## src/gpio_defines.svh

```systemverilog
`ifndef GPIO_DEFINES_SVH
`define GPIO_DEFINES_SVH

// pad counts, bank 0 sits in the low bits
`define GPIO_PADS           38
`define GPIO_PADS_0         16
`define GPIO_PADS_1         22

//////////////////////////////////////////////////////////////////////
// address map
//////////////////////////////////////////////////////////////////////

`define GPIO_PERIPHERAL_ID  8'h03   // address[23:16]
`define GPIO_BANK0_ID       4'h1    // address[15:12]
`define GPIO_BANK1_ID       4'h2

// register offsets within a bank, address[11:0]
`define GPIO_REG_OUTPUT     12'h000
`define GPIO_REG_OE         12'h004
`define GPIO_REG_INPUT      12'h008 // read only
`define GPIO_REG_EDGE       12'h00C // write ones to clear

`endif

```

## src/gpioPkg.sv

```systemverilog
`include "gpio_defines.svh"

package gpioPkg;

	// one cycle of the peripheral bus
	typedef struct packed {
		logic we;
		logic oe;
		logic [23:0] address;
		logic [3:0] byteSelect;
		logic [31:0] dataWrite;
	} busRequest_t;

	typedef struct packed {
		logic request;      // read valid, one cycle
		logic [31:0] data;  // all ones when idle
	} busResponse_t;

	// decoded access shared by both banks
	typedef struct packed {
		logic enable;       // peripheral id matched
		logic [3:0] bankId;
		logic [11:0] offset;
		busRequest_t request;
	} localAccess_t;

	typedef logic [`GPIO_PADS_0-1:0] bank0Pads_t;
	typedef logic [`GPIO_PADS_1-1:0] bank1Pads_t;
	typedef logic [`GPIO_PADS-1:0] gpioPads_t;

endpackage

```

## src/busReadMerge.sv

```systemverilog
`timescale 1ns/1ps

module busReadMerge (
	input logic clk,
	input logic arstN,
	input gpioPkg::busResponse_t bank0,
	input gpioPkg::busResponse_t bank1,
	output gpioPkg::busResponse_t response
);

	logic [31:0] mergedData;

	//////////////////////////////////////////////////////////////////////
	// response select
	//////////////////////////////////////////////////////////////////////

	always_comb begin
		if (bank0.request)
			mergedData = bank0.data;
		else if (bank1.request)
			mergedData = bank1.data;
		else
			mergedData = '1;    // idle bus reads as all ones
	end

	assign response.request = bank0.request || bank1.request;
	assign response.data = mergedData;

	// bank ids differ, so a single read can only ever hit one bank
	assert property (
		@(posedge clk) disable iff (!arstN)
		!(bank0.request && bank1.request)
	) else $error("both banks returned read data in the same cycle");

endmodule

```

## src/gpio.sv

```systemverilog
`timescale 1ns/1ps
`include "gpio_defines.svh"

module gpio (
	input logic clk,
	input logic arstN,
	input gpioPkg::busRequest_t bus,
	output gpioPkg::busResponse_t response,
	input gpioPkg::gpioPads_t gpioInput,
	output gpioPkg::gpioPads_t gpioOutput,
	output gpioPkg::gpioPads_t gpioOe
);

	gpioPkg::localAccess_t access;
	gpioPkg::busResponse_t bank0Response;
	gpioPkg::busResponse_t bank1Response;

	gpioPkg::bank0Pads_t bank0Input;
	gpioPkg::bank0Pads_t bank0Output;
	gpioPkg::bank0Pads_t bank0Oe;
	gpioPkg::bank1Pads_t bank1Input;
	gpioPkg::bank1Pads_t bank1Output;
	gpioPkg::bank1Pads_t bank1Oe;

	//////////////////////////////////////////////////////////////////////
	// decode and banks
	//////////////////////////////////////////////////////////////////////

	peripheralSelect select_i (
		.bus(bus),
		.access(access)
	);

	gpioBank #(.padT(gpioPkg::bank0Pads_t), .bankId(`GPIO_BANK0_ID)) bank0_i (
		.clk(clk),
		.arstN(arstN),
		.access(access),
		.padInput(bank0Input),
		.padOutput(bank0Output),
		.padOe(bank0Oe),
		.response(bank0Response)
	);

	gpioBank #(.padT(gpioPkg::bank1Pads_t), .bankId(`GPIO_BANK1_ID)) bank1_i (
		.clk(clk),
		.arstN(arstN),
		.access(access),
		.padInput(bank1Input),
		.padOutput(bank1Output),
		.padOe(bank1Oe),
		.response(bank1Response)
	);

	busReadMerge merge_i (
		.clk(clk),
		.arstN(arstN),
		.bank0(bank0Response),
		.bank1(bank1Response),
		.response(response)
	);

	// pad split, bank 0 low
	assign bank0Input = gpioInput[`GPIO_PADS_0-1:0];
	assign bank1Input = gpioInput[`GPIO_PADS-1:`GPIO_PADS_0];
	assign gpioOutput = {bank1Output, bank0Output};
	assign gpioOe = {bank1Oe, bank0Oe};

endmodule

```

## src/gpioBank.sv

```systemverilog
`timescale 1ns/1ps
`include "gpio_defines.svh"

module gpioBank #(
	parameter type padT = gpioPkg::bank0Pads_t,
	parameter logic [3:0] bankId = `GPIO_BANK0_ID
) (
	input logic clk,
	input logic arstN,
	input gpioPkg::localAccess_t access,
	input padT padInput,
	output padT padOutput,
	output padT padOe,
	output gpioPkg::busResponse_t response
);

	padT outputReg;
	padT oeReg;
	padT edgeReg;
	padT syncStage1;
	padT syncStage2;    // input register
	padT syncPrev;
	padT rising;
	padT edgeClear;

	logic bankHit;
	logic offsetValid;
	logic writeOutput;
	logic writeOe;
	logic writeEdge;
	logic readHit;
	logic [31:0] laneMask;
	logic [31:0] outputNext;
	logic [31:0] oeNext;
	logic [31:0] readWord;
	logic readValid;
	logic [31:0] readData;

	//////////////////////////////////////////////////////////////////////
	// address decode
	//////////////////////////////////////////////////////////////////////

	assign bankHit = access.enable && (access.bankId == bankId);

	always_comb begin
		offsetValid = 1'b1;
		readWord = '0;
		case (access.offset)
			`GPIO_REG_OUTPUT: readWord = 32'(outputReg);
			`GPIO_REG_OE: readWord = 32'(oeReg);
			`GPIO_REG_INPUT: readWord = 32'(syncStage2);
			`GPIO_REG_EDGE: readWord = 32'(edgeReg);
			default: offsetValid = 1'b0;
		endcase
	end

	assign writeOutput = bankHit && access.request.we && (access.offset == `GPIO_REG_OUTPUT);
	assign writeOe = bankHit && access.request.we && (access.offset == `GPIO_REG_OE);
	assign writeEdge = bankHit && access.request.we && (access.offset == `GPIO_REG_EDGE);
	assign readHit = bankHit && access.request.oe && offsetValid;

	//////////////////////////////////////////////////////////////////////
	// byte lane writes
	//////////////////////////////////////////////////////////////////////

	assign laneMask = {
		{8{access.request.byteSelect[3]}},
		{8{access.request.byteSelect[2]}},
		{8{access.request.byteSelect[1]}},
		{8{access.request.byteSelect[0]}}
	};

	// unselected lanes keep their old bits, upper bits fall off on truncation
	assign outputNext = (32'(outputReg) & ~laneMask) | (access.request.dataWrite & laneMask);
	assign oeNext = (32'(oeReg) & ~laneMask) | (access.request.dataWrite & laneMask);
	assign edgeClear = writeEdge ? padT'(access.request.dataWrite & laneMask) : '0;

	//////////////////////////////////////////////////////////////////////
	// input path
	//////////////////////////////////////////////////////////////////////

	// chain tracks the pads through reset so no edge is seen on release
	always_ff @(posedge clk) begin
		syncStage1 <= padInput;
		syncStage2 <= syncStage1;
		syncPrev <= syncStage2;
	end

	assign rising = syncStage2 & ~syncPrev;

	always_ff @(posedge clk or negedge arstN) begin
		if (!arstN) begin
			outputReg <= '0;
			oeReg <= '0;
			edgeReg <= '0;
		end else begin
			if (writeOutput)
				outputReg <= padT'(outputNext);
			if (writeOe)
				oeReg <= padT'(oeNext);
			edgeReg <= (edgeReg & ~edgeClear) | rising;   // a new edge wins over clear
		end
	end

	//////////////////////////////////////////////////////////////////////
	// read response
	//////////////////////////////////////////////////////////////////////

	always_ff @(posedge clk or negedge arstN) begin
		if (!arstN)
			readValid <= 1'b0;
		else
			readValid <= readHit;   // high for exactly one cycle per read
	end

	always_ff @(posedge clk) begin
		if (readHit)
			readData <= readWord;
	end

	assign response = '{request: readValid, data: readData};
	assign padOutput = outputReg;
	assign padOe = oeReg;

endmodule

```

## src/peripheralSelect.sv

```systemverilog
`timescale 1ns/1ps
`include "gpio_defines.svh"

module peripheralSelect (
	input gpioPkg::busRequest_t bus,
	output gpioPkg::localAccess_t access
);

	logic idMatch;

	//////////////////////////////////////////////////////////////////////
	// peripheral id check
	//////////////////////////////////////////////////////////////////////

	assign idMatch = (bus.address[23:16] == `GPIO_PERIPHERAL_ID);

	// the banks see the split address and the raw request
	always_comb begin
		access.enable = idMatch;
		access.bankId = bus.address[15:12];   // bank select nibble
		access.offset = bus.address[11:0];    // register within the bank
		access.request = bus;
	end

	// note that strobes pass through untouched even when the id misses,
	// each bank gates them with enable itself so the decode stays
	// a single level of logic in front of both banks

endmodule

```

## config.mk

```make
export PLATFORM = sky130hd
export DESIGN_NAME = gpio
export DESIGN_NICKNAME = d
export VERILOG_FILES = /design/src/gpioPkg.sv /design/src/busReadMerge.sv /design/src/gpio.sv /design/src/gpioBank.sv /design/src/peripheralSelect.sv
export VERILOG_INCLUDE_DIRS = /design/src
export SDC_FILE = /design/constraint.sdc
export NUM_CORES = 1
export LEC_CHECK = 0
export ABC_AREA = 1
export BUFFER_PORTS_ARGS = -buffer_cell sky130_fd_sc_hd__buf_2
export CORE_MARGIN = 2
export CORE_UTILIZATION = 54
export DETAILED_ROUTE_END_ITERATION = 8
export PLACE_DENSITY = 0.79
export SYNTH_ARGS = -nofsm -noshare
export SYNTH_HDL_FRONTEND = slang
export SYNTH_SLANG_ARGS = --single-unit
```

## constraint.sdc

```tcl
create_clock -name clk -period 1.4 [get_ports clk]
set_input_delay 0.14 -clock clk [delete_from_list [all_inputs] [get_ports clk]]
set_output_delay 0.14 -clock clk [all_outputs]
set_load 0.02 [all_outputs]
```

==> summary.md <==
| Metric | Value |
|---|---|
| WP buf/inv | 3 |
| H-tree depth | 1 |
| Slowest stage delay, CP | between 400 and 500 ps |
| Post-DP Area | roughly 12,000 sq um |
| Post-synth top cells | 430 x nand2_1, 157 x nand3_1, 116 x dfrtp_1 |
| Final Cell Area | 13,400 sq um |
| CTS clk-pin slew, worst paths | around 60 ps |
| Nets | approximately 1,500 |
| TritonCTS Buffers | 27 |
| Worst rel slew slack | 0.6654 |
| Via density | between 5 and 6 |
| Syn_area_per_cell | 9.032 sq um |
| Largest cells by area after synthesis | dfrtp_1 29%, dfxtp_1 22%, nand2_1 16% |
| GRT Residual Overflow | 0 |
| Crit Path Category | reg2out |
| CTS tree | yes |
| Final ANT Viol Nets | 0 |
| Post-synth EDFFs | 38 |
| Clock Power Share | 0.449 |
| Failing checks | setup timing |
| CP Launch Type | register |
| Synth cell types | 21 |
| Flops & latches, synth | 268 |
| Post-route DRC violation count | 0 |
| MaxCap Viol Count | 0 |
| PortBufs | approximately 200 |
| Status | finished, violations left |
| First-pass GRT wire length | 45,320 um |
| Cells after Synth | ~1,100 |
| Total GRT Usage | 0.2916 |
| DIE AREA | ~20,000 sq um |
| RSZ-0062 raised after global routing | yes |
| Maximum vdd drop | 956.6 uV |
| Place WS | -331.2 ps |
| Area share of the largest cell type after synthesis | 0.2857 |
| Final Total Pwr | about 16 mW |
| Sequential share of power | 0.512 |
| Setup crit end kind | output pin |
| Starting Density | 0.5469 |
| Post-synthesis sequential area ratio | 0.6226 |
| Placed cells | between 1,500 and 2,000 |
| Clk_lat worst skew | 520 ps |
| Family with the most delay on the worst path | flip-flops |
| WL per Instance | 17.65 um |
| Filler cell count | 1,271 |
| Drt initial violations | between 1,000 and 1,500 |
| CORE AREA | 18,580 sq um |
| Final setup vio count | 33 |
| Mapped Area | 10,160 sq um |
| Pleak | 6.591 nW |
| Area Growth Syn to Fin | 31.83% |
| Worst EP arrival | 1560 ps |
| Async SR Flop Fraction | 0.4328 |
| Hold Fails Final Rpt | 0 |
| Yosys Warn Count | 0 |
| Cell Int Power | 12.35 mW |
| Tightest Pin Transition | 501.9 ps |
| WL final | 29,320 um |
| Clk sinks | 268 |
| Crit share post-route | 1.217 |
| # rows | 50 |
| Max Freq | just under 600 MHz |
| Crit-path cells | inv_2 > buf_12 > nor2_1 > o21ai_2 > buf_6 |
| Vias | 9,001 |
| CP Max Fanout | 16 |
| RD Place Congestion | 0.8741 |
| Syn Nets | 1,227 |
| Setup WS post-layout | -303.9 ps |
| Vias in the first global route | 8,588 |
| Crit-path slowest cell | dfrtp_1 |
| Top-count cell post-synth | nand2_1 |
| Comb power frac | 0.039 |
| Die X | 141.2 um |
| Clock Root Buffer | clkbuf_16 |
| Clock skew | between 7 and 8 ps |
| Main flop type after synthesis | dfrtp_1 |
| Non-Filler Instances | 1,661 |
| Worst-case clock buffer depth | 3 |
| Final Critical Period | 1704 ps |
| Die height | 141.2 um |
| Final Max Slew Viols | 0 |
| Hold Crit Class | in2async |
| Io pins | approximately 210 |
| HPWL after DPL | between 15,000 and 20,000 um |
| Yosys top cell by area | dfrtp_1 |
| Final hold slack | 23.75 ps |
| Layout cells sized above 1 | 0.2419 |
| Pin count of the biggest net entering global routing | 63 |
| Switching power | 3.429 mW |
| Pre-Repair DR Iteration Count | 6 |
| Antenna violations before repair | 1 |
| CP required | 1260 ps |
| PwrDens | 1178 nW/um^2 |
| Switching part of the total | 0.2173 |
## final timing paths
kind                                                      from  cells after the start  slack [ps]                             end
worst max-delay path               bank1_i.readValid$_DFF_PN0_                      5        -300                     response[8]
worst min-delay path                                     arstN                      2          20      asynchronous set/reset pin
worst max register to register                        register                      2         440   bank1_i.readData[9]$_DFFE_PP_
worst min register to register  bank1_i.syncStage1[14]$_DFF_P_                      0         320  bank1_i.syncStage2[14]$_DFF_P_
max in group asynchronous                                arstN                      3         760    bank0_i.edgeReg[5]$_DFF_PN0_
min in group clk                                       bus[33]                      3          30                        register
## layout by cell type, fill, tap and decap left out, types with 6 or more instances in the layout
cell / synthesis / layout
nor2_1: 45 / 38
nor2_4: 4 / 10
clkbuf_16: 0 / 30
buf_4: 19 / 53
o21ai_2: 0 / 6
dfrtp_1: 116 / 115
buf_6: 5 / 7
o21ai_1: 0 / 12
nor2_2: 5 / 6
dlygate4sd3_1: 0 / 61
dfxtp_1: 114 / 114
inv_1: 77 / 76
nand4_1: 38 / 38
nand2_1: 430 / 429
nand3_2: 11 / 13
buf_12: 0 / 18
buf_2: 16 / 174
nand3_1: 157 / 155
edfxtp_1: 38 / 38
## stage by stage
step,utilization,setup TNS (ps)
floorplan,-,-6554
global placement,0.6332,-41180
detailed placement,0.6332,-42890
CTS,0.7204,-8491
global route,0.7209,-9800
finish,0.7209,-7625
## power groups by stage
| stage | logic [mW] | clock network [mW] | registers, mW |
|---|---|---|---|
| floorplan | 0.164 | 0 | 8.21 |
| global placement | 0.461 | 0 | 8.24 |
| detailed placement | 0.470 | 0 | 8.24 |
| CTS | 0.601 | 7.12 | 8.08 |
| global route | 0.672 | 7.45 | 8.10 |
| finish | 0.613 | 7.08 | 8.08 |
## routing by layer
| layer | track usage | vias to the layer above | share of wire |
|---|---|---|---|
| li1 | - | 4152 | - |
| met1 | 0.4001 | 4177 | 0.40 |
| met2 | 0.4609 | 573 | 0.46 |
| met3 | 0.05910 | 99 | 0.11 |
| met4 | 0.1137 | 0 | 0.038 |
| met5 | 0 | - | 0 |
## cell families (layout without fill, tap and decap cells)
group                  Yosys count  count (layout)  synth area share
and+or+nand+nor                697             697            0.3034
AOI/OAI and AO/OA               18              18          0.008866
DFF                            268             268            0.6226
other                            0               1                 0
buffers and inverters          142             443           0.06514
## final cells by class
| class | count | area (sq um) | area share |
|---|---|---|---|
| multi-input combinational | 715 | 3256 | 0.2430 |
| clock buffer | 37 | 807.0 | 0.06025 |
| inverter | 81 | 304.0 | 0.02270 |
| antenna | 1 | 2.502 | 0.0001868 |
| timing repair buffer | 313 | 2318 | 0.1731 |
| sequential | 268 | 6327 | 0.4724 |
| tap | 234 | 292.8 | 0.02186 |
| clock inverter | 12 | 87.58 | 0.006538 |
## repair_timing
item / CTS / global route
hold endpoints to repair: 230 / 0
pin swaps: 1 / 0
hold buffers: 61 / 0
setup buffers: 1 / 0
endpoints found under the setup margin: 33 / 33
resized for setup: 54 / 2
Note: power is estimated with default switching activity, not from simulation.
